<file path="config.mk">
export PLATFORM = sky130hd
export DESIGN_NAME = fu_control
export DESIGN_NICKNAME = d
export VERILOG_FILES = /design/src/design/ooo_pkg.sv /design/src/design/fu_control.sv
export VERILOG_INCLUDE_DIRS = /design/src /design/src/design
export SDC_FILE = /design/constraint.sdc
export NUM_CORES = 1
export LEC_CHECK = 0
export BUFFER_PORTS_ARGS = -buffer_cell sky130_fd_sc_hd__buf_2
export CAP_MARGIN = 0
export CELL_PAD_IN_SITES_DETAIL_PLACEMENT = 0
export CELL_PAD_IN_SITES_GLOBAL_PLACEMENT = 1
export CORE_AREA = 2 2 39 41
export CTS_CLUSTER_DIAMETER = 30
export CTS_CLUSTER_SIZE = 20
export DETAILED_ROUTE_END_ITERATION = 12
export DIE_AREA = 0 0 41 43
export PLACE_DENSITY = 0.4
export SLEW_MARGIN = 15
export SYNTH_ARGS = -nofsm -noshare
export SYNTH_HDL_FRONTEND = slang
export SYNTH_SLANG_ARGS = --single-unit
</file>
<file path="constraint.sdc">
create_clock -name clock -period 1.9 [get_ports clock]
set_input_delay 0.285 -clock clock [delete_from_list [all_inputs] [get_ports clock]]
set_output_delay 0.285 -clock clock [all_outputs]
set_load 0.1 [all_outputs]
</file>
<file path="src/design/ooo_params.svh">
////////////////////
// sizing macros for the execution slice
// included by the package and by any module that needs the numbers
////////////////////

`ifndef OOO_PARAMS_SVH
`define OOO_PARAMS_SVH

// station entries
`define RS_DEPTH 4

// producer tag and operand widths
`define TAG_W 4
`define DATA_W 32

// tag 0 means the operand has no producer
`define ZERO_TAG ({`TAG_W{1'b0}})

// multiply execution cycles, at least 2
`define MUL_LATENCY 4

`endif

</file>
<file path="src/design/ooo_pkg.sv">
////////////////////
// shared types for the reservation station slice
// modules pull these in with a wildcard import
////////////////////

`include "ooo_params.svh"

package ooo_pkg;

    ////////////////////
    // plain vectors
    ////////////////////
    typedef logic [`TAG_W-1:0]              tag_t;
    typedef logic [`DATA_W-1:0]             data_t;
    typedef logic [$clog2(`RS_DEPTH)-1:0]   slot_t;
    typedef logic [`RS_DEPTH-1:0]           slot_mask_t;
    // wide enough to hold MUL_LATENCY
    typedef logic [$clog2(`MUL_LATENCY+1)-1:0] cnt_t;

    ////////////////////
    // enums
    ////////////////////
    typedef enum logic [2:0] {
        OP_ADD,
        OP_SUB,
        OP_AND,
        OP_OR,
        OP_XOR,
        OP_SLL,
        OP_MUL
    } alu_op_e;

    // unit control states
    typedef enum logic [1:0] {
        FU_IDLE,
        FU_EXEC,
        FU_BCAST
    } fu_state_e;

    ////////////////////
    // bundles
    ////////////////////
    // source operand, value valid only when ready
    typedef struct packed {
        tag_t  tag;
        data_t value;
        logic  ready;
    } operand_s;

    typedef struct packed {
        logic     valid;
        alu_op_e  op;
        tag_t     dest;
        operand_s src1;
        operand_s src2;
    } dispatch_s;

    // result bus word
    typedef struct packed {
        logic  valid;
        tag_t  tag;
        data_t value;
    } cdb_s;

    // what the station hands to the unit
    typedef struct packed {
        alu_op_e op;
        tag_t    dest;
        data_t   src1;
        data_t   src2;
    } issue_s;

endpackage

</file>
<file path="src/design/fu_control.sv">
////////////////////
// control FSM of the integer unit
// idle takes a pick, exec waits on the timer, bcast fires the cdb write
////////////////////

`timescale 1ns/1ps
`include "ooo_params.svh"

module fu_control import ooo_pkg::*; (
    input  logic    clock,
    input  logic    reset,
    input  logic    squash,
    input  logic    pick_valid,
    input  alu_op_e issue_op,
    input  logic    expired,
    output logic    issue_take,
    output logic    load,
    output cnt_t    load_value,
    output logic    bcast
);

    fu_state_e state;
    fu_state_e state_next;

    ////////////////////
    // outputs
    ////////////////////
    // one op at a time, only idle accepts
    assign issue_take = (state == FU_IDLE) && pick_valid;
    assign load       = issue_take;
    // multiply runs the long count, all else one cycle
    assign load_value = (issue_op == OP_MUL) ? cnt_t'(`MUL_LATENCY) : cnt_t'(1);
    assign bcast      = (state == FU_BCAST);

    ////////////////////
    // next state
    ////////////////////
    always_comb begin
        state_next = state;
        case (state)
            FU_IDLE: begin
                if (pick_valid) begin
                    state_next = FU_EXEC;
                end
            end
            FU_EXEC: begin
                // last execution cycle
                if (expired) begin
                    state_next = FU_BCAST;
                end
            end
            FU_BCAST: begin
                state_next = FU_IDLE;
            end
            default: begin
                state_next = FU_IDLE;
            end
        endcase
    end

    // squash drops whatever is in flight
    always_ff @(posedge clock) begin
        if (reset || squash) begin
            state <= FU_IDLE;
        end else begin
            state <= state_next;
        end
    end

endmodule

</file>
* Word-level counts from Yosys, hierarchy flattened *
Cells that the tools add are included.
W data, S select, Z words.

cells by class
  equality and inequality tests = 5
  mux-type cells = 4
  reduce and logical (&&, ||, !) cells = 4

operators with widths
  operator              count
  $mux W2               2
  $ne A2 B2 Y1 const B  2
  $pmux W2 S2           1
  $eq A3 B3 Y1 const B  1
  $mux W3               1
  $eq A2 B1 Y1 const B  1
  $eq A2 B2 Y1 const B  1
  $logic_not A2 Y1      1
  $reduce_and A2 Y1     1
  $logic_and A1 B1 Y1   1
  $logic_or A1 B1 Y1    1

word-level totals
  register bits after elaboration = 2
  input bits = 8
  output and inout bits = 6
  logic and storage cells = 14

* Logic depth before layout (Yosys ltp) *
  depth after elaboration = 3
  gate-level depth with buffers = 3
  gate-level depth less buffers = 2

* Worst setup path after synthesis *
Ideal clock, no wire load.

  path kind = reg2out
  start point = register state[0]
  end point = output load
  buffers on the path = 1
  data arrival time = 2251 ps
  cell stages (with the launch flop) = 4
  required time = 1615 ps
  setup slack = -636 ps
  cells stage by stage = dfxtp_1 > nand2b_1 > nor2_1 > buf_4

on the way
  word-level cells in the longest chain between the ends = 2

ends and longest elaborated chain
  what                    line              RTL
  from (decl)             fu_control.sv:22  fu_state_e state;
  from (signal assigned)  fu_control.sv:66  state <= state_next;
  $logic_not A2 Y1        fu_control.sv:29  assign issue_take = (state == FU_IDLE) && pick_valid;
  $logic_and A1 B1 Y1     fu_control.sv:29
  to (decl)               fu_control.sv:17  output logic load,

No other way between the ends.

* Final worst setup path *
  start point = register state[0]
  end point = output issue_take

on the way
  word-level cells in the longest chain between the ends = 2

ends and longest elaborated chain
  what                 line              RTL
  $logic_not A2 Y1     fu_control.sv:29
  $logic_and A1 B1 Y1  fu_control.sv:29
  to (decl)            fu_control.sv:16  output logic issue_take,

No other way between the ends.

==> metrics.csv <==
metric;value;unit
ff2ff_setup_slack;1020;ps
top_regs;state (2);
via_per_inst;2.95;
largest_register_ffs;2;
min_from;reset;
p_int;0.125;mW
synth_common_cells;buf_4 (2), dfxtp_1 (2), nand2b_1 (2);
grt_usage;0.0380;
path_cells;nand2b_1, nor2_2, buf_2;
gp_congestion;0.429;
drv_cap;0;
dp.cells;40;
fp.dieH;43;um
min_path_type;in2reg;
path_class;reg2out;
fin_util;0.152;
p_comb_frac;0.320;
drc;0;
status;completed;
clock_sinks;2;
post_cts.repair.setup_buffers;0;
nets;37;
cts_resized;0;
cp.arrival;1250;ps
sequentialPowerShare;0.221;
rsz0062_at_grt;no;
finalMaxSlewViolations;0;
worstSetupPathDepth;3;
ant_nets;0;
area_growth_syn_to_layout;76.8;%
fin_crit_sh;0.807;
yosys.area.top_type;dfxtp_1;
cts_tree;built;
cts-htree-levels;1;
p_sw;0.0765;mW
grt_max_degree;5;
detail_route.first_pass.iterations;2;
rows;14;
cts_buffer_depth;2;
stdcell_count;43;
cp.required;1620;ps
met1_usage;0.0223;
stdcell_area;210;um^2
synth-seq-cells;2;
pre_cts_slack;576;ps
p_per_area;958;nW/um^2
swShare;0.380;
finalClockSkew;0.498;ps
die_area;1760;um^2
ys_seq_area_frac;0.337;
crit_family;buffers and inverters;
cts_hold_buf;0;
regMostFlops;state;
cp-end-kind;output port;
synth-main-ff-cell;dfxtp_1;
syn_area_per_cell;8.49;um^2
crit_path_max_incr_delay;430;ps
setup_viol;0;
grt_pass1_wl;331;um
finalHoldViolCount;0;
synth_edf_count;0;
netlist_area;119;um^2
yosys_warnings;0;
layout-drive-gt1-share;0.667;
antenna_found_initial;0;
clock_power_share;0.459;
io-pin-count;14;
postPlaceCellArea;188;um^2
insertion_delay;220;ps
synthArstFlopShare;0;
fin_ws;366;ps
fin_crit;1530;ps
wl_per_cell;6.95;um
hold_end;state[0];
ys_top_cells_by_area;dfxtp_1 (34%), a2111oi_2 (13%), buf_4 (13%), nand2b_1 (11%), and3b_1 (7.4%);
grt_pass1_vias;101;
r2r_start;state[0];
synth_top_area_frac;0.337;
p_leak;0.104;nW
r2r-end;state[0];
worstHoldPathCells;2;
timing.fmax;652;MHz
vias;127;
core_area;1380;um^2
grt_overflow_total;0;
busiest_layer;met4;
critPathMaxFanout;4;
numCtsBuffers;3;
synth_fp_nets;22;
die_w;41;um
holdWs;252;ps
numPortBuffers;12;
clockRootBuffer;clkbuf_4;
irDropWorstVdd;0.107;mV
reg2reg_depth;2;
path_clk_slew;30;ps
drtIter0Drc;1;
met3_usage;0.0524;
crit_slowest_cell;buf_2;
diodes;0;
worst-path-buf-inv;1;
start_util;0.0859;
routed_wl;299;um
crit_path_start_kind;flip-flop;
met2_usage;0.0375;
syn_inst;14;
synth_cell_types;11;
worst max-delay path by stage:
stage / start / endpoint
floorplan: state[1] / bcast
global route: state[0] / load
finish: state[0] / issue_take
CTS: state[0] / issue_take
global placement: issue_op[2] / load_value[0]
detailed placement: issue_op[2] / load_value[0]
cells in the final DEF, fill, tap and decap left out, drive strengths merged:
cell     Yosys  final
a2111oi      1      1
and3b        1      1
buf          2     12
clkbuf       0      3
conb         1      1
dfxtp        2      2
inv          1      1
nand2        1      1
nand2b       2      2
nor2         1      1
nor2b        1      1
nor4         1      1
routing by layer:
| layer | up-vias | share of wire |
|---|---|---|
| met2 | 8 | 0.48 |
| met4 | 0 | 0 |
| met3 | 0 | 0.22 |
| li1 | 69 | - |
| met5 | - | 0 |
| met1 | 50 | 0.30 |
power groups by stage:
stage	registers [mW]	logic, mW	clock network, mW
floorplan	0.0450	0.0557	0
CTS	0.0446	0.0647	0.0995
detailed placement	0.0452	0.0647	0
global placement	0.0452	0.0645	0
finish	0.0446	0.0644	0.0924
global route	0.0448	0.0665	0.101
area by class of cell:
| class | count | area (um^2) |
|---|---|---|
| Fill cell | 164 | 1170 |
| Multi-Input combinational cell | 9 | 63.8 |
| Timing Repair Buffer | 12 | 60.1 |
| Sequential cell | 2 | 40.0 |
| Clock buffer | 3 | 22.5 |
| Tap cell | 16 | 20.0 |
| Inverter | 1 | 3.75 |
stage by stage:
stage	total power, mW	setup TNS, ps
global placement	0.110	0
global route	0.212	0
finish	0.201	0
floorplan	0.101	-241
CTS	0.209	0
detailed placement	0.110	0
cells by family (layout without fill, tap and decap cells):
family | count (synthesis) | after routing | share of synthesized area
other | 1 | 1 | 0.0315
DFF | 2 | 2 | 0.337
and+or+nand+nor | 7 | 7 | 0.347
buffers and inverters | 3 | 16 | 0.158
AOI/OAI and AO/OA | 1 | 1 | 0.126
worst register-to-register path, cell delays in order, from the launching register on:
cell and delay [ps]:
dfxtp_1 310, nand2b_1 180, a2111oi_2 280
Power figures use the tool's default switching activity.
