<file path="config.mk">
export PLATFORM = sky130hd
export DESIGN_NAME = latency_timer
export DESIGN_NICKNAME = d
export VERILOG_FILES = /design/src/design/ooo_pkg.sv /design/src/design/latency_timer.sv
export VERILOG_INCLUDE_DIRS = /design/src /design/src/design
export SDC_FILE = /design/constraint.sdc
export NUM_CORES = 1
export LEC_CHECK = 0
export ABC_AREA = 1
export BUFFER_PORTS_ARGS = -buffer_cell sky130_fd_sc_hd__buf_2
export CAP_MARGIN = 25
export CORE_AREA = 3 3 40 42
export DETAILED_ROUTE_END_ITERATION = 12
export DIE_AREA = 0 0 43 45
export GPL_TIMING_DRIVEN = 0
export PLACE_DENSITY_LB_ADDON = 0.05
export SLEW_MARGIN = 40
export SYNTH_ARGS = -nofsm -noshare
export SYNTH_HDL_FRONTEND = slang
export SYNTH_SLANG_ARGS = --single-unit
</file>
<file path="constraint.sdc">
create_clock -name clock -period 2.4 [get_ports clock]
set_input_delay 0.24 -clock clock [delete_from_list [all_inputs] [get_ports clock]]
set_output_delay 0.24 -clock clock [all_outputs]
set_load 0.01 [all_outputs]
</file>
<file path="src/design/ooo_params.svh">
////////////////////
// sizing macros for the execution slice
// included by the package and by any module that needs the numbers
////////////////////

`ifndef OOO_PARAMS_SVH
`define OOO_PARAMS_SVH

// station entries
`define RS_DEPTH 4

// producer tag and operand widths
`define TAG_W 4
`define DATA_W 32

// tag 0 means the operand has no producer
`define ZERO_TAG ({`TAG_W{1'b0}})

// multiply execution cycles, at least 2
`define MUL_LATENCY 4

`endif

</file>
<file path="src/design/ooo_pkg.sv">
////////////////////
// shared types for the reservation station slice
// modules pull these in with a wildcard import
////////////////////

`include "ooo_params.svh"

package ooo_pkg;

    ////////////////////
    // plain vectors
    ////////////////////
    typedef logic [`TAG_W-1:0]              tag_t;
    typedef logic [`DATA_W-1:0]             data_t;
    typedef logic [$clog2(`RS_DEPTH)-1:0]   slot_t;
    typedef logic [`RS_DEPTH-1:0]           slot_mask_t;
    // wide enough to hold MUL_LATENCY
    typedef logic [$clog2(`MUL_LATENCY+1)-1:0] cnt_t;

    ////////////////////
    // enums
    ////////////////////
    typedef enum logic [2:0] {
        OP_ADD,
        OP_SUB,
        OP_AND,
        OP_OR,
        OP_XOR,
        OP_SLL,
        OP_MUL
    } alu_op_e;

    // unit control states
    typedef enum logic [1:0] {
        FU_IDLE,
        FU_EXEC,
        FU_BCAST
    } fu_state_e;

    ////////////////////
    // bundles
    ////////////////////
    // source operand, value valid only when ready
    typedef struct packed {
        tag_t  tag;
        data_t value;
        logic  ready;
    } operand_s;

    typedef struct packed {
        logic     valid;
        alu_op_e  op;
        tag_t     dest;
        operand_s src1;
        operand_s src2;
    } dispatch_s;

    // result bus word
    typedef struct packed {
        logic  valid;
        tag_t  tag;
        data_t value;
    } cdb_s;

    // what the station hands to the unit
    typedef struct packed {
        alu_op_e op;
        tag_t    dest;
        data_t   src1;
        data_t   src2;
    } issue_s;

endpackage

</file>
<file path="src/design/latency_timer.sv">
////////////////////
// execution cycle counter for the integer unit
// load starts it, expired flags the last cycle
////////////////////

`timescale 1ns/1ps

module latency_timer import ooo_pkg::*; (
    input  logic clock,
    input  logic reset,
    input  logic squash,
    input  logic load,
    input  cnt_t load_value,
    output logic expired
);

    // zero means idle
    cnt_t count;

    always_ff @(posedge clock) begin
        if (reset || squash) begin
            count <= '0;
        end else if (load) begin
            count <= load_value;
        end else if (count != '0) begin
            count <= count - cnt_t'(1);
        end
    end

    // high while the count sits at one
    assign expired = (count == cnt_t'(1));

endmodule

</file>
Yosys cells after proc, flatten, opt, wreduce, memory -nomap -nowiden
Cells that the tools add are included.
Storage, ports and cells
  register bits: 3
  bits in latches: 0
  RAM bits: 0
  bits in read-only memories: 0
  output and inout bits: 1
  memories kept: 0
Cells by class
  add/subtract/negate cells: 1
  multipliers: 0
  divide/modulo/power cells: 0
  $lt $le $gt $ge: 0
  eq/ne operators: 1
  shift-type cells: 0
  mux-type cells: 2
  bitwise operators: 0
  reduce and logical (&&, ||, !) cells: 3
Operator list (count)
  $mux W3: 2
  $eq A3 B1 Y1 const B: 1
  $reduce_bool A3 Y1: 1
  $sub A3 B1 Y3 const B: 1
  $reduce_bool A2 Y1: 1
  $logic_or A1 B1 Y1: 1

Longest topological paths before layout
  depth in word-level cells: 3
  gate-level depth with buffers: 7

Worst setup path after synthesis
Ideal clock, no wire load.
  path type: register -> register
  from: register count[0]
  to: register count[1]
  library setup time: 0.064 ns
  arrival time: 0.910 ns
  required time: 2.336 ns
  slack: 1.426 ns
  cell stages (with the launch flop): 6
  path buffers: 0
  period minus slack after synthesis: 0.974 ns
  cell sequence: dfxtp_1 -> inv_1 -> ha_1 -> o21ai_0 -> nor2_1 -> nor2_1
Between the ends
  cells in the longest elaborated chain, start to end: 3
  elaborated cells between the ends (all ways): 5
Ends and longest elaborated chain
  from (decl): line latency_timer.sv:18  | cnt_t count;
  from (signal assigned): line latency_timer.sv:24  | count <= load_value;
  from (signal assigned): line latency_timer.sv:26  | count <= count - cnt_t'(1);
  $sub A3 B1 Y3: line latency_timer.sv:26
  $mux W3: line latency_timer.sv:25  | end else if (count != '0) begin
  $mux W3: line latency_timer.sv:23  | end else if (load) begin
Several ways; a longest one is shown, not always the timed one. The select of a mux whose other input is x is not followed.
A chain may end at the register's enable or synchronous reset.

Worst setup path in the final report
  from: register count[1]
  to: output expired
Between the ends
  cells in the longest elaborated chain, start to end: 1
Ends and longest elaborated chain
  $eq A3 B1 Y1: line latency_timer.sv:31  | assign expired = (count == cnt_t'(1));
  to (decl): line latency_timer.sv:14  | output logic expired
No other way between the ends.

==> results.txt <==
The setup TNS is 0 ns. The final worst-path cycle share came out at 0.523. Among all stages on the critical path, the largest delay is contributed by sky130_fd_sc_hd__dfxtp_1.

The post-layout utilization of the core is 0.236. The portion of total power attributed to combinational logic came out at 0.203. The tightest min-delay check is of the in -> reg type. The sequential fraction of design power came out at 0.311. The share of synthesized area in the top cell type comes to 0.270. The post-detailed-route DRC marker count is 0. For this run, the post-layout net count is 59. The switching part of the total came out at 0.269. The number of antenna violations at the first check in global routing came out at 0. The combined buffer and inverter count along the critical path is 3. The required time of the worst setup path came out at 2.16 ns.

The share of the Yosys chip area taken by registers is 0.270. Traced cell by cell, the critical path runs through inv_1, ha_1, inv_1, nor2_1, buf_2. The Yosys step of the flow raised 0 warnings.

For this design, the CTS-stage hold fixing added 0 buffers. The gate family responsible for the most delay along the worst path is flip-flops. The count of buffers added by post-CTS timing repair for setup is 0. The aggregate global-route resource usage is 0.0648. The power density over cell area came out at 593 nW/um^2. The flip-flop and latch count after synthesis came out at 3. The worst path setup slack after routing came out at 1.15 ns. The die span in x came out at 43 um. In this design, the critical path's most frequently occurring cell is sky130_fd_sc_hd__inv_1. The number of resized instances in the post-cts repair step came out at 0. The worst reg-to-reg path cell count came out at 5. CTS placed an instance of sky130_fd_sc_hd__clkbuf_4 at the clock tree root.

The detailed placement HPWL came out at between 400 and 500 um. The run finished with clean final reports. The largest registers in the layout are count: 3 flops. In the layout the commonest cells are sky130_fd_sc_hd__nand2_1, sky130_fd_sc_hd__nor2_1, sky130_fd_sc_hd__buf_2. The final RePlAce weighted congestion is 0.707. After layout, the minimum clock period comes to 1.25 ns. The core footprint is 1280 sq um. In this run, distinct cell masters in the synthesized netlist total 8.

Synthesis produced 37 cells. Entering global routing, the biggest net connects 9 pins. The sequential cell area in the final layout came out at roughly 60 sq um. The largest single stage delay on the critical path is 0.29 ns. The latest clock arrival within the worst-skew pair came out at around 0.23 ns. TritonCTS built the clock tree. The final antenna-violating net count came out at 0. The top achievable clock speed came out at 0.797 GHz. The detailed-router iteration count before antenna repair came out at 2. The average instance in the mapped netlist occupies 6.02 sq um.

The number of hold violations in the final report came out at 0. The total via count in the routed design is 233. The total of fill cells in the finished design came out at 151. The wire length reported by the detailed router came out at 507 um. The area enclosed by the die boundary came out at roughly 1900 sq um. The worst hold margin is around 0.29 ns.

The top cell type by total area after synthesis is sky130_fd_sc_hd__dfxtp_1. More flip-flops sit in one register than any other, and that register is count. The max capacitance violation total came out at 0.

Along the worst path, the maximum fanout reaches 4. The endpoint class of the critical path is an output pin. The total grt overflow is 0. At the worst endpoint, the arrival time is about 1 ns. The setup skew after layout is 0.00340 ns. The filler-free cell count of the finished design is 63.

The antenna diode instance count is 0. The library cell used most frequently in the layout, excluding fill and tap cells, is sky130_fd_sc_hd__nand2_1. For this configuration, the core starts out at a cell density of 0.173. The per-cell via count in the routed design is 3.70. The analysis attributes to cell leakage a power of between 0.15 and 0.2 nW. The CTS sink count is 3. The number of port buffers is 7. The area of the multi-input gates is 140 sq um. The die is roughly 45 um tall. The largest vdd supply drop came out at 0.300 mV. The global-route wire length before repair came out at 869 um. The number of levels the H-tree was split into came out at 1. The number of global-route vias before repair came to 213.

The critical path is of the reg -> out type. The detailed-route wire length per cell came out at 8.05 um. After synthesis, the cell types taking the most area are sky130_fd_sc_hd__dfxtp_1, sky130_fd_sc_hd__ha_1, sky130_fd_sc_hd__nand2_1, sky130_fd_sc_hd__nor2_1, sky130_fd_sc_hd__inv_1. Counting buffers and inverters, the worst setup path is 5 cells deep. The relative max-transition margin came out at 0.871. Setup repair after global routing left no endpoint under its margin.

The worst hold path depth is 4. The cell internal power dissipation came out at ~0.00013 W. The number of flip-flops in the largest register came out at 3. The number of top-level design ports is 8. The number of placement rows is 13.

The count of routing violations after the opening detailed-route iteration is 3. The post-placement cell count is 59. The share of final-layout standard cells stronger than drive strength 1 is 0.229. At the placement stage, the worst setup path has a slack of 1.31 ns. The sort of element at the start of the critical path is a flip-flop. The post-synthesis instance area came out at roughly 220 sq um. The clock network fraction of design power came out at 0.486.

The clock-pin slew on the worst setup and hold paths is 0.03 ns. The count of endpoints failing setup in the final report came out at 0. The number of nets in the synthesized netlist is 47. Counting along the longest clock path gives a buffer depth of 2. Buffers inserted during clock tree synthesis total 3. The net switching power of the design is between 0.00004 and 0.00005 W. The number of pins exceeding their max-slew limit in the final report is 0. At the pin with the least slew margin, the transition time is 0.193 ns. The relative area change from synthesis to final layout is 36.0%.
## kinds of logic after synthesis
family	after synthesis	share of synthesized area
buffers and inverters	6	0.101
adder cells (fa/ha/maj)	3	0.169
AND/OR/NAND/NOR	23	0.416
AO/OA/AOI/OAI	2	0.0449
flip-flops	3	0.270
## tightest hold or removal path: cells and delay by family
kind / cells / cell delay [ns]
simple gates: 3 / 0.15
buf+inv: 1 / 0.07
## power groups by stage
stage          clock (W)  combinational, W  sequential [W]
6_report       0.0000872         0.0000365       0.0000559
5_1_grt        0.0000978         0.0000431       0.0000564
4_1_cts        0.0000935         0.0000373       0.0000560
3_5_place_dp           0         0.0000369       0.0000567
3_3_place_gp           0         0.0000375       0.0000567
2_1_floorplan          0         0.0000254       0.0000559
## Yosys cell counts
cell / number
sky130_fd_sc_hd__dfxtp_1: 3
sky130_fd_sc_hd__ha_1: 3
sky130_fd_sc_hd__inv_1: 6
sky130_fd_sc_hd__nand2_1: 10
sky130_fd_sc_hd__nand3_1: 3
sky130_fd_sc_hd__nor2_1: 9
sky130_fd_sc_hd__nor2_2: 1
sky130_fd_sc_hd__o21ai_0: 2
## worst paths after layout
kind,endpoint,startpoint,slack [ns]
worst max-delay path,expired,count[1],1.15
worst min-delay path,count[0],reset,0.29
worst max register to register,count[1],count[0],1.33
worst min register to register,count[0],count[0],0.63
## through the flow
step	power (W)	cell area, sq um
3_3_place_gp	0.0000943	277
6_report	0.000180	303
5_1_grt	0.000197	303
3_5_place_dp	0.0000937	277
4_1_cts	0.000187	303
2_1_floorplan	0.0000813	223
## metal layers
metal	global-route usage	share of wire	vias up
li1	-	-	133
met4	0.0542	0	0
met1	0.0718	0.49	90
met3	0.0359	0.055	0
met2	0.0898	0.46	10
met5	0	0	-
## cell type report
type                    count  share of cell area
multi-input cells          28               0.463
flip-flops and latches      3               0.198
repair buffers              7               0.116
clock buffers               4              0.0868
inverters                   6              0.0744
well taps                  15              0.0620
No activity file was read; power rests on OpenSTA's default activity.
