$ cat src/design/ooo_params.svh
////////////////////
// sizing macros for the execution slice
// included by the package and by any module that needs the numbers
////////////////////

`ifndef OOO_PARAMS_SVH
`define OOO_PARAMS_SVH

// station entries
`define RS_DEPTH 4

// producer tag and operand widths
`define TAG_W 4
`define DATA_W 32

// tag 0 means the operand has no producer
`define ZERO_TAG ({`TAG_W{1'b0}})

// multiply execution cycles, at least 2
`define MUL_LATENCY 4

`endif

$ cat src/design/ooo_pkg.sv
////////////////////
// shared types for the reservation station slice
// modules pull these in with a wildcard import
////////////////////

`include "ooo_params.svh"

package ooo_pkg;

    ////////////////////
    // plain vectors
    ////////////////////
    typedef logic [`TAG_W-1:0]              tag_t;
    typedef logic [`DATA_W-1:0]             data_t;
    typedef logic [$clog2(`RS_DEPTH)-1:0]   slot_t;
    typedef logic [`RS_DEPTH-1:0]           slot_mask_t;
    // wide enough to hold MUL_LATENCY
    typedef logic [$clog2(`MUL_LATENCY+1)-1:0] cnt_t;

    ////////////////////
    // enums
    ////////////////////
    typedef enum logic [2:0] {
        OP_ADD,
        OP_SUB,
        OP_AND,
        OP_OR,
        OP_XOR,
        OP_SLL,
        OP_MUL
    } alu_op_e;

    // unit control states
    typedef enum logic [1:0] {
        FU_IDLE,
        FU_EXEC,
        FU_BCAST
    } fu_state_e;

    ////////////////////
    // bundles
    ////////////////////
    // source operand, value valid only when ready
    typedef struct packed {
        tag_t  tag;
        data_t value;
        logic  ready;
    } operand_s;

    typedef struct packed {
        logic     valid;
        alu_op_e  op;
        tag_t     dest;
        operand_s src1;
        operand_s src2;
    } dispatch_s;

    // result bus word
    typedef struct packed {
        logic  valid;
        tag_t  tag;
        data_t value;
    } cdb_s;

    // what the station hands to the unit
    typedef struct packed {
        alu_op_e op;
        tag_t    dest;
        data_t   src1;
        data_t   src2;
    } issue_s;

endpackage

$ cat src/design/exec_alu.sv
////////////////////
// operand latch and arithmetic of the integer unit
// result goes onto the cdb register for one cycle on bcast
////////////////////

`timescale 1ns/1ps

module exec_alu import ooo_pkg::*; (
    input  logic   clock,
    input  logic   reset,
    input  logic   squash,
    input  logic   issue_take,
    input  issue_s issue_word,
    input  logic   bcast,
    output cdb_s   cdb
);

    // operation in execution
    issue_s op_r;
    data_t  result;

    always_ff @(posedge clock) begin
        if (issue_take) begin
            op_r <= issue_word;
        end
    end

    ////////////////////
    // arithmetic
    ////////////////////
    always_comb begin
        case (op_r.op)
            OP_ADD:  result = op_r.src1 + op_r.src2;
            OP_SUB:  result = op_r.src1 - op_r.src2;
            OP_AND:  result = op_r.src1 & op_r.src2;
            OP_OR:   result = op_r.src1 | op_r.src2;
            OP_XOR:  result = op_r.src1 ^ op_r.src2;
            // shift amount from low five bits
            OP_SLL:  result = op_r.src1 << op_r.src2[4:0];
            // low half of the product
            OP_MUL:  result = op_r.src1 * op_r.src2;
            default: result = '0;
        endcase
    end

    ////////////////////
    // cdb register
    ////////////////////
    // valid lasts one cycle, squash kills a pending write
    always_ff @(posedge clock) begin
        if (reset || squash) begin
            cdb.valid <= 1'b0;
        end else begin
            cdb.valid <= bcast;
            if (bcast) begin
                cdb.tag   <= op_r.dest;
                cdb.value <= result;
            end
        end
    end

endmodule

$ cat config.mk
export PLATFORM = sky130hd
export DESIGN_NAME = exec_alu
export DESIGN_NICKNAME = d
export VERILOG_FILES = /design/src/design/ooo_pkg.sv /design/src/design/exec_alu.sv
export VERILOG_INCLUDE_DIRS = /design/src /design/src/design
export SDC_FILE = /design/constraint.sdc
export NUM_CORES = 2
export LEC_CHECK = 0
export BUFFER_PORTS_ARGS = -buffer_cell sky130_fd_sc_hd__buf_2
export CAP_MARGIN = 20
export CORE_ASPECT_RATIO = 1.4
export CORE_MARGIN = 5
export CORE_UTILIZATION = 40
export DETAILED_ROUTE_END_ITERATION = 6
export GPL_TIMING_DRIVEN = 0
export PLACE_DENSITY = 0.67
export SYNTH_ARGS = -nofsm -noshare
export SYNTH_HDL_FRONTEND = slang
export SYNTH_SLANG_ARGS = --single-unit
$ cat constraint.sdc
create_clock -name clock -period 8.8 [get_ports clock]
set_clock_uncertainty 0.1 [all_clocks]
set_input_delay 1.76 -clock clock [delete_from_list [all_inputs] [get_ports clock]]
set_output_delay 1.76 -clock clock [all_outputs]
set_load 0.01 [all_outputs]
======== Yosys cells after proc, flatten, opt, wreduce, memory -nomap -nowiden ========
Cells that the tools add are included.
word-level totals
  register bits ........................... 108
  output and inout bits ................... 37
  logic and storage cells ................. 25
  input port bits ......................... 76
cells by class
  multipliers ............................. 1
  shift-type cells ........................ 1
  $add $sub $neg .......................... 2
  reduce and logical (&&, ||, !) cells .... 3
  equality and inequality tests ........... 6
  multiplexer cells ....................... 1
  bitwise gates (word level) .............. 4
operator list
  cell                                                                    number
  32-bit one-hot mux with 7 select lines                                  1
  32-bit adder                                                            1
  32-bit bitwise AND                                                      1
  32-bit by 32-bit multiplier with 32-bit output                          1
  32-bit OR                                                               1
  32-bit by 5-bit << shifter with 32-bit output                           1
  32-bit subtractor                                                       1
  32-bit XOR                                                              1
  3-bit equality test (second input constant)                             3
  3-bit by 2-bit equality test with 1-bit output (second input constant)  2
  3-bit by 1-bit equality test with 1-bit output (second input constant)  1
  3-bit logical NOT                                                       1
  2-bit AND reduction                                                     1
  1-bit logical OR                                                        1
  1-bit NOT                                                               1

======== Depth between registers and ports, before layout ========
  depth in word-level cells ............... 3
  mapped depth ............................ 29
  gate-level depth less buffers ........... 27

======== Worst setup path after synthesis ========
OpenSTA, ideal clock, no wires.
  kind .................................... reg-to-reg
  from .................................... register op_r[3] in the netlist's numbering
  to ...................................... register cdb[31] in the netlist's numbering (data pin)
  cell stages (with the launch flop) ...... 29
  path buffers ............................ 4
  setup time .............................. 0.259 ns
  arrival time ............................ 7.947 ns
  slack ................................... 0.495 ns
  required time ........................... 8.441 ns
  clock period less this slack ............ 8.305 ns
  cells stage by stage .................... edfxtp_1 -> clkbuf_1 -> inv_1 -> clkbuf_1 -> clkbuf_1 -> buf_1 -> nor2_1 -> fa_1 -> inv_1 -> fa_1 -> fa_1 -> fa_1 -> inv_1 -> fa_1 -> inv_1 -> fa_1 -> inv_1 -> fa_1 -> fa_1 -> ha_1 -> a21o_1 -> a31o_2 -> a211o_1 -> a21oi_1 -> a21bo_2 -> a2111oi_2 -> a211o_1 -> a21oi_1 -> a211o_1
between the ends
  longest elaborated chain between the ends .. 2
  elaborated cells on any way between the ends .. 5
  classes of those cells .................. add/sub: 2; mul: 1; shift: 1; mux: 1
ends and longest elaborated chain
  item                                                                          line            text
  from (decl)                                                                   exec_alu.sv:19  issue_s op_r;
  from (signal assigned)                                                        exec_alu.sv:24  op_r <= issue_word;
  32-bit by 32-bit multiplier with 32-bit output, or another cell as far along  exec_alu.sv:41  OP_MUL: result = op_r.src1 * op_r.src2;
  32-bit one-hot mux with 7 select lines *                                      exec_alu.sv:32  case (op_r.op)
  via result[31]                                                                exec_alu.sv:20  data_t result;
  to (decl)                                                                     exec_alu.sv:15  output cdb_s cdb
The timed path passes the listed nets; every way through them passes the cells marked *.
A chain may end at the register's enable or synchronous reset.

======== Final worst setup path ========
  from .................................... register op_r[4] in the netlist's numbering
  to ...................................... register cdb[28] in the netlist's numbering (data pin)
Same word-level chain as after synthesis.

==> results.sh <==
export IMPL_synth_seq_cells=108
export IMPL_pre_cts_ws_ns=-1.35
export IMPL_rsz0062_at_grt="no"
export IMPL_drcViolationCount=0
export IMPL_synth_ff_type="edfxtp_1"
export IMPL_antenna_found_initial=3
export IMPL_yosys_mux_area_fraction=0.0317
export IMPL_synth_top_area_share=0.340
export IMPL_syn_to_final_growth_pct=9.43
export IMPL_r2r_end="cdb[28]"
export IMPL_clkTransAtPathRegs_ns=0.08
export IMPL_rows=106
export IMPL_ant_nets=0
export IMPL_die_h_um=300
export IMPL_setup_ws_ns=0.119
export IMPL_ys_warn_count=0
export IMPL_synthXorXnorAreaFrac=0.0501
export IMPL_crit_chain="clkbuf_1 > clkbuf_2 > nand2_1 > fa_1 > inv_1 > fa_1 > inv_1 > fa_1 > fa_1 > inv_1 > fa_1 > fa_1 > fa_1 > fa_1 > ha_1 > a21oi_1 > o211a_1 > a21oi_1 > a31oi_1 > xor2_1 > o211ai_1"
export IMPL_synth_yosys_seq_area_share=0.134
export IMPL_postSynth_asyncResetShare=0
export IMPL_grt_pass1_wl_um=152000
export IMPL_cp_required_ns=8.75
export IMPL_syn_area_sq_mm=0.0241
export IMPL_cts_tree="yes"
export IMPL_grt_max_degree=72
export IMPL_synth_cell_type_count=76
export IMPL_max_clock_path_buffers=2
export IMPL_hp_class="reg2reg"
export IMPL_synth_common_cells="inv_1 (452), fa_1 (409), nor2_1 (368), nand2_1 (291), ha_1 (220)"
export IMPL_synthAdderAreaFrac=0.455
export IMPL_synth_cells=2670
export IMPL_fin_crit_sh=0.986
export IMPL_routed_wl_um=108000
export IMPL_clock_latency_ns=0.40
export IMPL_drive_above_1_share=0.104
export IMPL_hold_path_depth=0
export IMPL_start_util=0.403
export IMPL_yosysMostFrequentCell="inv_1"
export IMPL_max_freq_mhz=115
export IMPL_die_area_sq_mm=0.0652
export IMPL_setup_tns_ns=0
export IMPL_grt_pass1_vias=22300
export IMPL_r2r_cells=21
export IMPL_timing_rr_start="op_r[4]"
export IMPL_htreeDepth=3
export IMPL_end_kind="flop"
export IMPL_clock_sinks=108
export IMPL_arrival_ns=8.63
export IMPL_max_stage_delay_ns=0.73
export IMPL_crit_top_cell="fa_1"
export IMPL_stdcell_count=3583
export IMPL_synthTopCellsByArea="fa_1 (34%), edfxtp_1 (13%), ha_1 (11%)"
export IMPL_yosysTopAreaCell="fa_1"
export IMPL_drt_iter0_markers=1983
export IMPL_wl_per_cell_um=30.0
export IMPL_cp_slowest_cell="edfxtp_1"
export IMPL_min_to="cdb[33]"
export IMPL_cap_violations=0
export IMPL_cp_num_buf_inv=5
export IMPL_dpl_cell_count=3544
export IMPL_io_buffers=112
export IMPL_path_class="reg2reg"
export IMPL_post_route_util=0.441
export IMPL_critical_path_top_delay_family="adder cells"
export IMPL_cp_start_kind="flop"
export IMPL_setup_viol=0
export IMPL_die_w_um=217
export IMPL_hold_violations=0
export IMPL_status="completed"
export IMPL_synthSimpleGateAreaFrac=0.131
export IMPL_grt_overflow=0
export IMPL_io_pins=113
export IMPL_vias=21000
export IMPL_dp_hpwl_um=89700
export IMPL_slew_viol_final=0
export IMPL_gp_congestion=1.09
export IMPL_vias_per_cell=5.86
export IMPL_syn_nets=3375
export IMPL_relSlewSlack=0.226
export IMPL_first_pass_iters=5
export IMPL_core_area_sq_mm=0.0597
export IMPL_synth_area_per_cell_sq_um=9.01
export IMPL_synth_compound_area_frac=0.102
export IMPL_grt_use_total=0.329
export IMPL_tightest_slew_ns=1.15
export IMPL_cts_buffers=9
export IMPL_synth_top_family_by_area="adder cells"
export IMPL_reg2reg_slack_ns=0.12
export IMPL_nets=3523
export IMPL_cp_max_fo=10
export IMPL_worstHoldStart="op_r[65]"
export IMPL_synth_edf_count=107
export IMPL_cts_root_buf="clkbuf_16"
export IMPL_fin_crit_ns=8.68
[sequential cells by signal (all words and copies together), names as in the netlist]
name,count
cdb,37
op_r,71
[routing by layer]
metal / up-vias / GRT usage / wire length, um
met3: 427 / 0.0612 / 8640
li1: 8818 / - / -
met2: 1273 / 0.547 / 50400
met4: 0 / 0.288 / 12300
met5: - / 0 / 0
met1: 10500 / 0.358 / 36300
[cells by family (layout without fill, tap and decap cells)]
logic type | Yosys count | in the layout
XOR/XNOR | 136 | 136
adder cells (fa/ha/maj) | 629 | 629
buffers and inverters | 611 | 764
AND/OR/NAND/NOR | 767 | 767
AO/OA/AOI/OAI | 364 | 364
multiplexers | 55 | 55
flip-flops | 108 | 108
other | 0 | 4
[layout by cell type, fill, tap and decap left out, types with 17 or more instances in the layout]
cell,instances
inv_1,446
a21o_1,20
edfxtp_1,107
clkbuf_1,51
nand3_1,18
o21ai_0,74
xnor2_1,105
a21oi_1,92
buf_4,26
o221ai_1,20
nand2_1,291
ha_1,220
clkbuf_2,36
nand2b_1,18
mux2i_1,29
buf_2,125
nor2_1,368
xor2_1,29
fa_1,409
nor3_1,17
[cell type report]
class,instances,area (sq um)
fillers,6013,33300
multi-input cells,1951,18500
flip-flops and latches,108,3230
inverters,474,1810
well taps,756,946
repair buffers,144,858
plain buffers,130,633
clock buffers,10,239
clock inverters,6,53.8
diodes,4,10.0
[what timing repair did]
action                     in CTS  in global routing
gates resized for setup        70                 39
gates cloned                    0                  0
buffers inserted                5                 21
hold buffers                    0                  0
setup endpoints to repair      18                  7
[how the worst max path moves through the flow]
stage / startpoint / end / depth (start not counted)
final: op_r[4] / cdb[28] / 21
after global routing: op_r[37] / cdb[31] / 29
after CTS: op_r[1] / cdb[31] / 25
after detailed placement: op_r[3] / cdb[31] / 26
after global placement: op_r[3] / cdb[31] / 28
after floorplan: op_r[3] / cdb[31] / 28
[metrics by stage]
step | area [sq um] | hold slack (ns)
final | 26300 | 0.329
after global routing | 26300 | 0.346
after CTS | 26100 | 0.331
after detailed placement | 25700 | 0.311
after global placement | 25600 | 0.307
after floorplan | 24100 | 0.300
Power is not shown: default switching activity piles up to over one toggle a cycle in this logic, so the estimate is an artifact.
