### src/design/ooo_params.svh
////////////////////
// sizing macros for the execution slice
// included by the package and by any module that needs the numbers
////////////////////

`ifndef OOO_PARAMS_SVH
`define OOO_PARAMS_SVH

// station entries
`define RS_DEPTH 4

// producer tag and operand widths
`define TAG_W 4
`define DATA_W 32

// tag 0 means the operand has no producer
`define ZERO_TAG ({`TAG_W{1'b0}})

// multiply execution cycles, at least 2
`define MUL_LATENCY 4

`endif

### src/design/ooo_pkg.sv
////////////////////
// shared types for the reservation station slice
// modules pull these in with a wildcard import
////////////////////

`include "ooo_params.svh"

package ooo_pkg;

    ////////////////////
    // plain vectors
    ////////////////////
    typedef logic [`TAG_W-1:0]              tag_t;
    typedef logic [`DATA_W-1:0]             data_t;
    typedef logic [$clog2(`RS_DEPTH)-1:0]   slot_t;
    typedef logic [`RS_DEPTH-1:0]           slot_mask_t;
    // wide enough to hold MUL_LATENCY
    typedef logic [$clog2(`MUL_LATENCY+1)-1:0] cnt_t;

    ////////////////////
    // enums
    ////////////////////
    typedef enum logic [2:0] {
        OP_ADD,
        OP_SUB,
        OP_AND,
        OP_OR,
        OP_XOR,
        OP_SLL,
        OP_MUL
    } alu_op_e;

    // unit control states
    typedef enum logic [1:0] {
        FU_IDLE,
        FU_EXEC,
        FU_BCAST
    } fu_state_e;

    ////////////////////
    // bundles
    ////////////////////
    // source operand, value valid only when ready
    typedef struct packed {
        tag_t  tag;
        data_t value;
        logic  ready;
    } operand_s;

    typedef struct packed {
        logic     valid;
        alu_op_e  op;
        tag_t     dest;
        operand_s src1;
        operand_s src2;
    } dispatch_s;

    // result bus word
    typedef struct packed {
        logic  valid;
        tag_t  tag;
        data_t value;
    } cdb_s;

    // what the station hands to the unit
    typedef struct packed {
        alu_op_e op;
        tag_t    dest;
        data_t   src1;
        data_t   src2;
    } issue_s;

endpackage

### src/design/rs_station.sv
////////////////////
// reservation station entries with dispatch, wakeup and release
// dispatch is taken when valid and not full, the unit frees a slot on issue_take
////////////////////

`timescale 1ns/1ps
`include "ooo_params.svh"

module rs_station import ooo_pkg::*; (
    input  logic       clock,
    input  logic       reset,
    input  logic       squash,
    input  dispatch_s  dispatch,
    input  cdb_s       cdb,
    input  cdb_s       ext_cdb,
    input  logic       issue_take,
    input  slot_t      pick_slot,
    output logic       full,
    output slot_mask_t ready_mask,
    output issue_s     issue_word
);

    ////////////////////
    // storage
    ////////////////////
    slot_mask_t busy;
    slot_mask_t busy_next;
    alu_op_e    op_q   [`RS_DEPTH];
    tag_t       dest_q [`RS_DEPTH];
    operand_s   src1_q [`RS_DEPTH];
    operand_s   src2_q [`RS_DEPTH];

    // allocation
    slot_mask_t release_mask;
    slot_mask_t free_mask;
    slot_t      alloc_slot;
    logic       dispatch_take;

    // compare one operand against both result buses
    // own cdb first, the two never carry the same tag together
    function automatic operand_s snoop(operand_s opnd, cdb_s own, cdb_s ext);
        operand_s res;
        res = opnd;
        if (opnd.tag == `ZERO_TAG) begin
            // no producer, value already final
            res.ready = 1'b1;
        end else if (!opnd.ready) begin
            if (own.valid && own.tag == opnd.tag) begin
                res.value = own.value;
                res.ready = 1'b1;
            end else if (ext.valid && ext.tag == opnd.tag) begin
                res.value = ext.value;
                res.ready = 1'b1;
            end
        end
        return res;
    endfunction

    ////////////////////
    // dispatch side
    ////////////////////
    assign full          = &busy;
    assign dispatch_take = dispatch.valid && !full;

    // slot leaving this cycle counts as free
    assign release_mask = issue_take ? (slot_mask_t'(1) << pick_slot) : '0;
    assign free_mask    = ~busy | release_mask;

    // lowest free slot, scan downward so the smallest index wins
    always_comb begin
        alloc_slot = '0;
        for (int i = `RS_DEPTH - 1; i >= 0; i--) begin
            if (free_mask[i]) begin
                alloc_slot = slot_t'(i);
            end
        end
    end

    // release before allocate, a reused slot stays busy
    always_comb begin
        busy_next = busy;
        if (issue_take) begin
            busy_next[pick_slot] = 1'b0;
        end
        if (dispatch_take) begin
            busy_next[alloc_slot] = 1'b1;
        end
    end

    always_ff @(posedge clock) begin
        if (reset || squash) begin
            busy <= '0;
        end else begin
            busy <= busy_next;
        end
    end

    ////////////////////
    // entry payload
    ////////////////////
    always_ff @(posedge clock) begin
        for (int i = 0; i < `RS_DEPTH; i++) begin
            if (dispatch_take && alloc_slot == slot_t'(i)) begin
                op_q[i]   <= dispatch.op;
                dest_q[i] <= dispatch.dest;
                // same-cycle bypass from either bus
                src1_q[i] <= snoop(dispatch.src1, cdb, ext_cdb);
                src2_q[i] <= snoop(dispatch.src2, cdb, ext_cdb);
            end else if (busy[i]) begin
                // wakeup of waiting operands
                src1_q[i] <= snoop(src1_q[i], cdb, ext_cdb);
                src2_q[i] <= snoop(src2_q[i], cdb, ext_cdb);
            end
        end
    end

    ////////////////////
    // issue side
    ////////////////////
    // taken entries leave at once, so busy and ready is enough
    always_comb begin
        for (int i = 0; i < `RS_DEPTH; i++) begin
            ready_mask[i] = busy[i] && src1_q[i].ready && src2_q[i].ready;
        end
    end

    // operands of the picked slot
    always_comb begin
        issue_word.op   = op_q[pick_slot];
        issue_word.dest = dest_q[pick_slot];
        issue_word.src1 = src1_q[pick_slot].value;
        issue_word.src2 = src2_q[pick_slot].value;
    end

endmodule

### config.mk
export PLATFORM = sky130hd
export DESIGN_NAME = rs_station
export DESIGN_NICKNAME = d
export VERILOG_FILES = /design/src/design/ooo_pkg.sv /design/src/design/rs_station.sv
export VERILOG_INCLUDE_DIRS = /design/src /design/src/design
export SDC_FILE = /design/constraint.sdc
export NUM_CORES = 1
export LEC_CHECK = 0
export BUFFER_PORTS_ARGS = -buffer_cell sky130_fd_sc_hd__buf_2
export CELL_PAD_IN_SITES_DETAIL_PLACEMENT = 1
export CELL_PAD_IN_SITES_GLOBAL_PLACEMENT = 2
export CORE_ASPECT_RATIO = 1.75
export CORE_MARGIN = 2
export CORE_UTILIZATION = 43
export CTS_CLUSTER_DIAMETER = 50
export DETAILED_ROUTE_END_ITERATION = 8
export PLACE_DENSITY = 0.89
export SYNTH_ARGS = -nofsm -noshare
export SYNTH_HDL_FRONTEND = slang
export SYNTH_SLANG_ARGS = --single-unit
### constraint.sdc
create_clock -name clock -period 13.5 [get_ports clock]
set_input_delay 0.675 -clock clock [delete_from_list [all_inputs] [get_ports clock]]
set_output_delay 0.675 -clock clock [all_outputs]
set_load 0.01 [all_outputs]
Word level (Yosys, flattened, before mapping). Memory sizes are Yosys's and may differ from the RTL's. Cells that the tools add are included.

Magnitude comparators: 4. Equality and inequality tests: 23. Shifts and indexed selects: 1. Muxes and demuxes: 155. Bitwise logic cells: 13. Reductions and logical operators: 55.

Operators by type and width (count): $mux 32 (34); $mux 33 (30); $mux 37 (8); $eq 4x4->1 (20); $mux 1 (62); $logic_not 4->1 (10); $logic_and 1x1->1 (35); $mux 4 (6); $mux 2 (10); $reduce_or 4->1 (3); $mux 3 (3); $reduce_or 3->1 (3); $not 4->4 (2); $or 1x1->1 (8); $or 4x4->4 (2); $lt 2x3->1 const B (2); $and 4x4->4 (1); $demux 1 s2 (2); $eq 2x2->1 const B (2); $ge 2x1->1 const B (2); $reduce_and 4->1 (1); $shl 1x2->4 const A (1); $eq 2x1->1 const B (1); $logic_not 2->1 (1); 2 further kinds (2).

Flip-flop bits (word level): 4. RAM bits: 324. Input bits: 162. Output and inout port bits: 76. Word-level logic and storage cells: 256. Memories: 4.

Memories: src1_q (words 4, width 37, rd ports 5, clocked after memory_dff 0, write ports 4, RTL line rs_station.sv:30) `` operand_s src1_q [`RS_DEPTH]; ``; src2_q (words 4, width 37, rd ports 5, clocked after memory_dff 0, write ports 4, RTL line rs_station.sv:31) `` operand_s src2_q [`RS_DEPTH]; ``; dest_q (words 4, width 4, rd ports 1, clocked after memory_dff 0, write ports 1, RTL line rs_station.sv:29) `` tag_t dest_q [`RS_DEPTH]; ``; op_q (words 4, width 3, rd ports 1, clocked after memory_dff 0, write ports 1, RTL line rs_station.sv:28) `` alu_op_e op_q [`RS_DEPTH]; ``.

Depth between registers and ports, before layout. Gate-level depths: netlist of the first run.

Depth in word-level cells: 15. Gate-level depth with buffers: 9. Gate-level depth less buffers: 6.

Worst setup path before layout of the first run. OpenSTA, ideal clock, no wires.

Path kind: input port to flip-flop. Start point: input cdb[33] (netlist name). End point: memory src2_q[0][10] (netlist name), enable pin. Setup time: 0.511 ns. Arrival time: 4.937 ns. Required time: 12.989 ns. Path slack: 8.053 ns. Stages on the path: 5. Path buffers: 1. Cells stage by stage: buf_2 -> xor2_1 -> nor4_2 -> nor2b_1 -> o41ai_1.

RTL lines: start: declaration (RTL line rs_station.sv:14) `input cdb_s cdb,`; end: declaration (RTL line rs_station.sv:31).

==> results.yml, run 1 <==
worst_setup_path:
  startpoint_type: "input port"
  worst_setup_path_end_kind: "flip-flop"
  path_class: "in2reg"
  critPathRequiredTime_ns: 13.91
  worst_ep_arrival_time_ns: 4.34
  crit_path_max_fanout: 76
grt:
  gr-usage-met1_pct: 35.9
  antenna_found_initial: 0
  grt_max_degree: 77
  grtUsageTotal_pct: 32.8
  use_met3_pct: 5.11
  grt_pass1_wl_mm: 111
  grt_pass1_vias: 17900
  grt-ovfl-total: 0
  grtUsageMet2_pct: 57.6
  busiest_layer: "met2"
placed_design:
  gp_congestion: 0.854
  pre_cts_slack_ns: 8.97
  portBuffers: 237
  placed_area_sq_um: 20400
  dp_hpwl_mm: 45.8
timing:
  setup_tns_ns: 0
  setup_violations: 0
  fin_skew_ns: 0.0264
  fin_ws_ns: 9.57
  worst_pin_slew_ns: 1.08
  timing.final.crit_share_pct: 29.1
  min_period_ns: 3.93
  fmax_mhz: 255
  max_slew_margin_pct: 28.1
  maxSlewViolCount: 0
  hold_violations: 0
  rsz0062_at_grt: "false"
die:
  io_pins: 238
  die_h_um: 281
  fp.dieArea_sq_um: 45700
  row_count: 101
  core_sq_um: 43300
  die_w_um: 162
  initial_core_util_pct: 43.6
synthesis:
  netlist_instances: 1586
  syn_area_sq_um: 18900
  synth-edff-count: 324
  synthArstFlopShare_pct: 0
  yosysUniqueCellTypes: 53
  ys_ff_latch: 328
  ys_seq_area_share_pct: 51.9
  synth_nets: 1748
  avgSynthCellArea_sq_um: 11.9
  yosys_most_used_dff: "edfxtp_1"
  ys.warnings.count: 0
cells_and_area:
  layout_common_cells: "324 x edfxtp_1, 235 x buf_2, 164 x o22ai_1"
  nets: 1835
  drive_gt1_share_pct: 27.6
  layout_commonest_cell: "edfxtp_1"
  design_area_sq_um: 21400
  fillers: 4543
  diodes: 0
  syn2layout_area_growth_pct: 13.2
hold_path:
  min_path_type: "in2reg"
clock_tree:
  cts_tree: "yes"
  post-cts-setup-buffers: 0
  cts_hold_buf: 0
  clk_path_buf_depth: 3
  cts.clk_slew.worst_paths_ns: 0.06
  cts_made_buffers: 31
  h-tree-depth: 1
  cts.repair.resized: 0
  cts_sinks: 328
  ctsRootBufferMaster: "clkbuf_16"
  clkLatencyLatePin_ns: 0.61
route:
  drtIter0Drc: 1529
  drc: 0
  num_vias: 16500
  ant_nets: 0
  drt-pass1-iter-count: 6
  wl_mm: 75.9
  viasPerCell: 7.33
  wl_per_cell_um: 33.6
pwr:
  p_int_mw: 1.76
  seqPwrFrac_pct: 48.7
  vdd_drop_max_v: 0.0000658
  power.switching_mw: 0.624
  powerDensity_nw_per_um2: 112
  pwr-share-comb_pct: 13.9
  clockPowerShare_pct: 37.4
  swShare_pct: 26.2
  leakagePower_nw: 6.57
status:
  status: "complete, no violations"
flow_run:
  cap_violations: 0
==> area by class of cell <==
cell class / count / area, sq um / area share, %
flip-flops and latches: 328 / 9810 / 45.9
multi-input cells: 1013 / 8270 / 38.7
repair buffers: 283 / 1540 / 7.19
clock buffers: 35 / 791 / 3.70
well taps: 566 / 708 / 3.31
clock inverters: 16 / 194 / 0.907
inverters: 16 / 60.1 / 0.281
==> cell usage after synthesis (all sizes together), types with 2 or more instances <==
library cell  count  area [sq um]
a21oi           102           522
a221oi           96           841
a22oi           162          1220
a32oi             4          35.0
and2              4          25.0
and3              5          31.3
buf              72           328
clkbuf          157           589
dfxtp             4          80.1
edfxtp          324          9730
inv              15          56.3
mux4             71          1600
nand2            23          86.3
nand2b           12          75.1
nand3            76           380
nand3b            4          33.8
nand4             3          18.8
nor2             11          41.3
nor2b            11          68.8
nor3             17          85.1
nor4             16           131
o21ai            71           359
o22a             32           280
o22ai           194          1400
o311ai            2          17.5
o41ai             6          60.1
or2               3          18.8
xnor2            25           219
xor2             52           455
==> per-layer routing <==
layer	vias to the layer above	wire length (um)
met5	-	0
met4	0	5690
met3	363	6630
met2	1179	38700
met1	8279	24800
li1	6721	-
==> power groups by stage <==
| stage | logic (mW) | registers, mW | clock network (mW) |
|---|---|---|---|
| after floorplan | 0.197 | 1.18 | 0 |
| after global placement | 0.315 | 1.18 | 0 |
| after detailed placement | 0.325 | 1.18 | 0 |
| after CTS | 0.327 | 1.16 | 0.895 |
| after global routing | 0.350 | 1.16 | 0.921 |
| final | 0.332 | 1.16 | 0.893 |
==> final timing paths <==
check / from / end / slack, ns / cells after the start
setup / recovery: pick_slot[0] / src1_q[2][21] / 9.57 / 8
hold / removal: dispatch[77] / dest_q[1][3] / 0.29 / 1
setup reg to reg: busy[2] / src1_q[2][21] / 9.82 / 8
hold reg to reg: busy[1] / busy[1] / 0.63 / 2
==> state kept, by name, summed over array words and instances, names as in the netlist <==
| name | cells |
|---|---|
| src1_q | 148 |
| src2_q | 148 |
| dest_q | 16 |
| op_q | 12 |
| busy | 4 |
==> cells by family (layout without fill, tap and decap cells) <==
kind of cell / Yosys count / in the layout / share of synthesized area, %
compound gates: 677 / 677 / 25.5
xor+xnor: 77 / 77 / 3.57
buf+inv: 245 / 350 / 5.17
flops: 328 / 328 / 51.9
mux: 71 / 71 / 8.47
simple gates: 188 / 188 / 5.39
==> through the flow <==
| stage | utilization (%) | power, mW | hold slack (ns) | instances |
|---|---|---|---|---|
| after floorplan | - | 1.38 | 0.514 | 1586 |
| final | 49.3 | 2.39 | 0.291 | 2257 |
| after CTS | 49.3 | 2.38 | 0.279 | 2257 |
| after global routing | 49.3 | 2.43 | 0.297 | 2257 |
| after global placement | 47.0 | 1.49 | 0.617 | 2206 |
| after detailed placement | 47.0 | 1.51 | 0.628 | 2206 |
==> worst max-delay path, stage by stage <==
cell,delay [ns]
buf_4,0.69
o21ai_0,0.42
nand2b_1,0.31
nand2b_2,0.10
buf_4,0.78
nand3b_1,0.61
buf_4,0.45
o22ai_1,0.23
Note: power is estimated with default switching activity, not from simulation.
==> inputs of run 2 (changes only) <==
--- a/config.mk
+++ b/config.mk
@@ -6,15 +6,16 @@
 export SDC_FILE = /design/constraint.sdc
 export NUM_CORES = 1
 export LEC_CHECK = 0
+export ABC_AREA = 1
 export BUFFER_PORTS_ARGS = -buffer_cell sky130_fd_sc_hd__buf_2
 export CELL_PAD_IN_SITES_DETAIL_PLACEMENT = 1
 export CELL_PAD_IN_SITES_GLOBAL_PLACEMENT = 2
 export CORE_ASPECT_RATIO = 1.75
 export CORE_MARGIN = 2
-export CORE_UTILIZATION = 43
+export CORE_UTILIZATION = 31
 export CTS_CLUSTER_DIAMETER = 50
 export DETAILED_ROUTE_END_ITERATION = 8
-export PLACE_DENSITY = 0.89
+export PLACE_DENSITY = 0.8
 export SYNTH_ARGS = -nofsm -noshare
 export SYNTH_HDL_FRONTEND = slang
 export SYNTH_SLANG_ARGS = --single-unit
==> constraint.sdc (replaced) <==
create_clock -name clock -period 3.5 [get_ports clock]
set_input_delay 0.175 -clock clock [delete_from_list [all_inputs] [get_ports clock]]
set_output_delay 0.175 -clock clock [all_outputs]
set_load 0.01 [all_outputs]
==> run 2 against run 1 <==
Clock skew fell by 0.0092 ns; synthesized cell count rose by 130%; via count rose by 66%; count of clock-buffer cells in the layout rose by 10; global-route usage fell by 1.5 points; final cell count rose by 110%; cell area rose by 30%; critical path type is now reg2reg; critical endpoint is now src2_q[3][21]; largest cell class is now multi-input combinational cells.
==> results.yml, run 2 <==
synthesis:
  synthTopCellsByCount: "842 x nor2_1, 801 x nand2_1, 630 x nand3_1, 324 x edfxtp_1, 189 x o21ai_0"
  synth_top_cell_area_share_pct: 40.2
  ys.warnings.count: 0
  yosys_most_used_dff: "edfxtp_1"
  synth_area_leaders: "edfxtp_1 40%, nor2_1 13%, nand3_1 13%"
  ys_ff_latch: 328
  synth-edff-count: 324
  synth.most_common_cell: "nor2_1"
  synthArstFlopShare_pct: 0
  avgSynthCellArea_sq_um: 6.77
  ys_seq_area_share_pct: 40.6
  yosysUniqueCellTypes: 35
  yosys.area.top_type: "edfxtp_1"
  netlist_instances: 3571
  synth_nets: 3733
  syn_area_sq_um: 24200
status:
  status: "complete, no violations"
die:
  io_pins: 238
  initial_core_util_pct: 31.3
  die_h_um: 373
  row_count: 135
  fp.dieArea_sq_um: 80300
  core_sq_um: 77400
  die_w_um: 215
worst_setup_path:
  path_cells: "or2_2 > a21oi_1 > nand3_2 > nand2_1 > nand3_1 > nand2_2 > buf_4"
  worst_ep_arrival_time_ns: 3.16
  worst_setup_path_end_kind: "flip-flop"
  cp_top_family: "simple AND/OR/NAND/NOR gates"
  timing.rr.start: "src2_q[3][35]"
  path_class: "reg2reg"
  crit_slowest_cell: "nand3_2"
  crit_path_max_fanout: 29
  max_stage_delay_ns: 0.73
  startpoint_type: "flip-flop"
  crit_start: "src2_q[3][35]"
  critPathRequiredTime_ns: 3.75
  cp_num_buf_inv: 1
cells_and_area:
  nets: 3839
  ff_latch_area_sq_um: 9810
  fillers: 9919
  layout_common_cells: "831 x nor2_1, 793 x nand2_1, 626 x nand3_1"
  design_area_sq_um: 27700
  drive_gt1_share_pct: 12.0
  multi_input_area_sq_um: 12400
  layout_commonest_cell: "nor2_1"
  syn2layout_area_growth_pct: 14.7
  top_regs: "src1_q x148, src2_q x148, dest_q x16"
timing:
  timing.final.crit_share_pct: 83.3
  fmax_mhz: 343
  fin_ws_ns: 0.585
  setup_tns_ns: 0
  setup_violations: 0
  hold_violations: 0
  worst_pin_slew_ns: 1.23
  max_slew_margin_pct: 17.8
  maxSlewViolCount: 0
  fin_skew_ns: 0.0172
  min_period_ns: 2.92
  rsz0062_at_grt: "false"
  hold_ws_ns: 0.0446
clock_tree:
  cts_made_buffers: 39
  cts.clk_slew.worst_paths_ns: 0.06
  cts_tree: "yes"
  clk_path_buf_depth: 3
  h-tree-depth: 2
  post-cts-setup-buffers: 0
  clkLatencyLatePin_ns: 0.60
  cts.repair.resized: 0
  cts_sinks: 328
  ctsRootBufferMaster: "clkbuf_16"
pwr:
  vdd_drop_max_v: 0.000270
  powerDensity_nw_per_um2: 385
  leakagePower_nw: 11.9
route:
  ant_nets: 0
  drt-pass1-iter-count: 5
  drtIter0Drc: 2427
  num_vias: 27400
  drc: 0
  viasPerCell: 5.78
  wl_per_cell_um: 27.2
  wl_mm: 129
grt:
  antenna_found_initial: 4
  grt_max_degree: 143
  grt_pass1_wl_mm: 186
  grt_pass1_vias: 28400
  grtUsageTotal_pct: 31.4
  grt-ovfl-total: 0
hold_path:
  min_path_type: "in2reg"
  worstHoldStart: "dispatch[2]"
placed_design:
  pre_cts_slack_ns: 0.532
  portBuffers: 237
  dp_hpwl_mm: 80.8
  placed_area_sq_um: 26300
  gp_congestion: 0.862
flow_run:
  cap_violations: 0
==> run 2: changes by cell type after synthesis, moves of 89 or more <==
cell,previous run,this run
inv_1,14,175
nor2_1,11,842
a221oi_1,96,0
a21oi_1,101,12
nand3_1,76,630
o21ai_0,62,189
nand2_1,23,801
nand4_1,3,165
o22ai_1,164,5
a22oi_1,162,71
==> run 2: cell type report <==
class	instances	share of cell area, %
clock inverter	24	0.898
tap	1027	4.63
inverter	198	2.68
clock buffer	45	3.75
timing repair buffer	342	7.83
sequential	328	35.4
antenna	3	0.0271
multi-input combinational	2768	44.8
==> run 2: worst reg2reg max path, delay by kind of cell (launching register included) <==
kind,cells,cell delay (ns)
simple gates,5,1.54
buf+inv,1,0.38
compound gates,1,0.18
flops,1,0.43
==> run 2: final timing paths <==
check / end / slack, ns / cells past startpoint
max: src2_q[3][21] / 0.58 / 7
min: src2_q[3][2] / 0.04 / 5
max reg2reg: src2_q[3][21] / 0.58 / 7
min reg2reg: busy[3] / 0.57 / 2
==> run 2: repair_timing <==
| action | in CTS | in global routing |
|---|---|---|
| hold endpoints to repair | 64 | 0 |
| hold buffers | 17 | 0 |
| setup endpoints to repair | 0 | 0 |
==> run 2: kinds of logic (layout without fill, tap and decap cells) <==
family	Yosys count	in the layout	share of synthesized area, %
simple gates	2461	2461	43.5
buf+inv	475	609	8.54
compound gates	288	288	6.74
other cells	0	3	0
xor+xnor	19	19	0.688
flops	328	328	40.6
==> run 2: per-stage QoR <==
step	cells	total power, mW	util (%)
after CTS	4732	10.7	35.8
after floorplan	3571	5.55	-
final	4735	10.7	35.8
after global placement	4646	6.37	33.9
after detailed placement	4646	6.40	33.9
after global routing	4732	11.0	35.8
==> run 2: per-layer routing <==
layer	GRT usage, %	share of wire (%)	routed length [um]	up-vias
li1	-	-	-	12200
met1	35.4	38	48600	13500
met2	54.6	49	63000	1262
met3	5.17	6.7	8600	416
met4	20.1	6.8	8780	4
met5	0	0.016	21	-
==> run 2: power by group <==
part	leakage (nW)	switching, mW	internal [mW]
Clock	0.617	1.87	2.44
Combinational	8.38	1.38	0.500
Sequential	2.89	0.0365	4.44
Total	11.9	3.29	7.39
==> inputs of run 3 (changes only) <==
--- a/config.mk
+++ b/config.mk
@@ -12,10 +12,10 @@
 export CELL_PAD_IN_SITES_GLOBAL_PLACEMENT = 2
 export CORE_ASPECT_RATIO = 1.75
 export CORE_MARGIN = 2
-export CORE_UTILIZATION = 31
+export CORE_UTILIZATION = 34
 export CTS_CLUSTER_DIAMETER = 50
 export DETAILED_ROUTE_END_ITERATION = 8
-export PLACE_DENSITY = 0.8
+export PLACE_DENSITY = 0.84
 export SYNTH_ARGS = -nofsm -noshare
 export SYNTH_HDL_FRONTEND = slang
 export SYNTH_SLANG_ARGS = --single-unit
==> constraint.sdc (replaced) <==
create_clock -name clock -period 2.85 [get_ports clock]
set_input_delay 0.1425 -clock clock [delete_from_list [all_inputs] [get_ports clock]]
set_output_delay 0.1425 -clock clock [all_outputs]
set_load 0.01 [all_outputs]
==> run 3 against run 2 <==
Sequential power grew 23%; flip-flop and latch count is the same; non-clock buffer count grew 24; worst hold slack lost 0.026 ns; critical path depth is the same; final cell count shrank 1.6%; register-to-register slack lost 0.10 ns; total power grew 24%; critical path type unchanged; critical endpoint is now src2_q[1][8].
==> results.yml, run 3 (synthesis results as in run 2) <==
status:
  status: "complete, no violations"
pwr:
  vdd_drop_max_v: 0.000446
  powerDensity_nw_per_um2: 476
  leakagePower_nw: 12.0
  power.total_mw: 13.3
die:
  core_sq_um: 70500
  die_w_um: 206
  fp.dieArea_sq_um: 73300
  io_pins: 238
  die_h_um: 357
  row_count: 129
  initial_core_util_pct: 34.3
route:
  viasPerCell: 5.97
  ant_nets: 0
  wl_per_cell_um: 27.7
  drt-pass1-iter-count: 6
  drc: 0
  wl_mm: 129
  num_vias: 27800
  drtIter0Drc: 2380
worst_setup_path:
  path_class: "reg2reg"
  cp_top_family: "buffers and inverters"
  critPathRequiredTime_ns: 3.21
  max_stage_delay_ns: 0.65
  worst_ep_arrival_time_ns: 2.72
  cp_common_cell: "o21ai_0"
  crit_slowest_cell: "buf_4"
  startpoint_type: "flip-flop"
  cp_num_buf_inv: 2
  worst_setup_path_end_kind: "flip-flop"
  crit_path_max_fanout: 65
  path_cells: "o21ai_0 > inv_1 > nand4_1 > buf_4 > o21ai_0 > nand3_1 > nand2_1"
cells_and_area:
  nets: 3864
  drive_gt1_share_pct: 12.4
  layout_commonest_cell: "nor2_1"
  syn2layout_area_growth_pct: 15.2
  top_regs: "src1_q x148, src2_q x148, dest_q x16"
  fillers: 9028
  multi_input_area_sq_um: 12400
  layout_common_cells: "831 x nor2_1, 795 x nand2_1, 627 x nand3_1"
  ff_latch_area_sq_um: 9810
timing:
  maxSlewViolCount: 0
  setup_violations: 0
  setup_tns_ns: 0
  max_slew_margin_pct: 35.1
  rsz0062_at_grt: "false"
  fin_skew_ns: 0.0324
  hold_violations: 0
  worst_pin_slew_ns: 0.974
  min_period_ns: 2.37
  fmax_mhz: 422
  hold_ws_ns: 0.0183
  timing.final.crit_share_pct: 83.1
clock_tree:
  h-tree-depth: 2
  ctsRootBufferMaster: "clkbuf_16"
  cts.repair.resized: 0
  cts_tree: "yes"
  post-cts-setup-buffers: 0
  cts.clk_slew.worst_paths_ns: 0.07
  cts_hold_buf: 21
  clk_path_buf_depth: 3
  clkLatencyLatePin_ns: 0.61
  cts_sinks: 328
  cts_made_buffers: 40
hold_path:
  min_path_type: "in2reg"
grt:
  antenna_found_initial: 12
  grt_pass1_wl_mm: 186
  grt_pass1_vias: 28600
  grt_max_degree: 73
  grt-ovfl-total: 0
  grtUsageTotal_pct: 34.8
placed_design:
  dp_hpwl_mm: 85.3
  portBuffers: 237
  gp_congestion: 0.903
flow_run:
  cap_violations: 0
run 3: power breakdown:
group / leakage (nW) / internal, mW / switching (mW)
clock: 0.642 / 3.05 / 2.36
combinational: 8.51 / 0.630 / 1.72
sequential: 2.89 / 5.45 / 0.0436
run 3: per-layer routing:
metal	GRT usage (%)	routed length, um
met4	26.1	11100
met1	37.7	45600
met5	0	65
met2	60.6	63400
met3	5.33	8800
run 3: worst register-to-register path, cell delays in order (launching register included):
cell and delay [ns]:
edfxtp_1 0.46, o21ai_0 0.20, inv_1 0.07, nand4_1 0.11, buf_4 0.65, o21ai_0 0.24
nand3_1 0.28, nand2_1 0.11
run 3: final timing paths:
path	to	slack, ns	start	cells after the start
min reg2reg	busy[1]	0.60	busy[1]	2
max reg2reg	src2_q[1][8]	0.48	src2_q[1][34]	7
min	src1_q[2][7]	0.02	dispatch[44]	5
max	src2_q[1][8]	0.48	src2_q[1][34]	7
run 3: final cells by class:
| type | count | share of cell area [%] |
|---|---|---|
| Sequential cell | 328 | 35.2 |
| Antenna cell | 7 | 0.0629 |
| Multi-Input combinational cell | 2768 | 44.5 |
| Tap cell | 917 | 4.12 |
| Timing Repair Buffer | 366 | 8.62 |
| Clock buffer | 47 | 3.76 |
| Inverter | 198 | 2.67 |
| Clock inverter | 26 | 1.03 |
run 3: stage by stage:
step	setup WS, ns	util (%)	instance area [sq um]	instances
6_report	0.483	39.5	27900	4657
5_1_grt	0.304	39.5	27900	4657
4_1_cts	0.505	39.5	27800	4650
3_5_place_dp	0.448	37.3	26300	4556
3_3_place_gp	0.523	37.3	26300	4556
2_1_floorplan	0.369	-	24200	3571
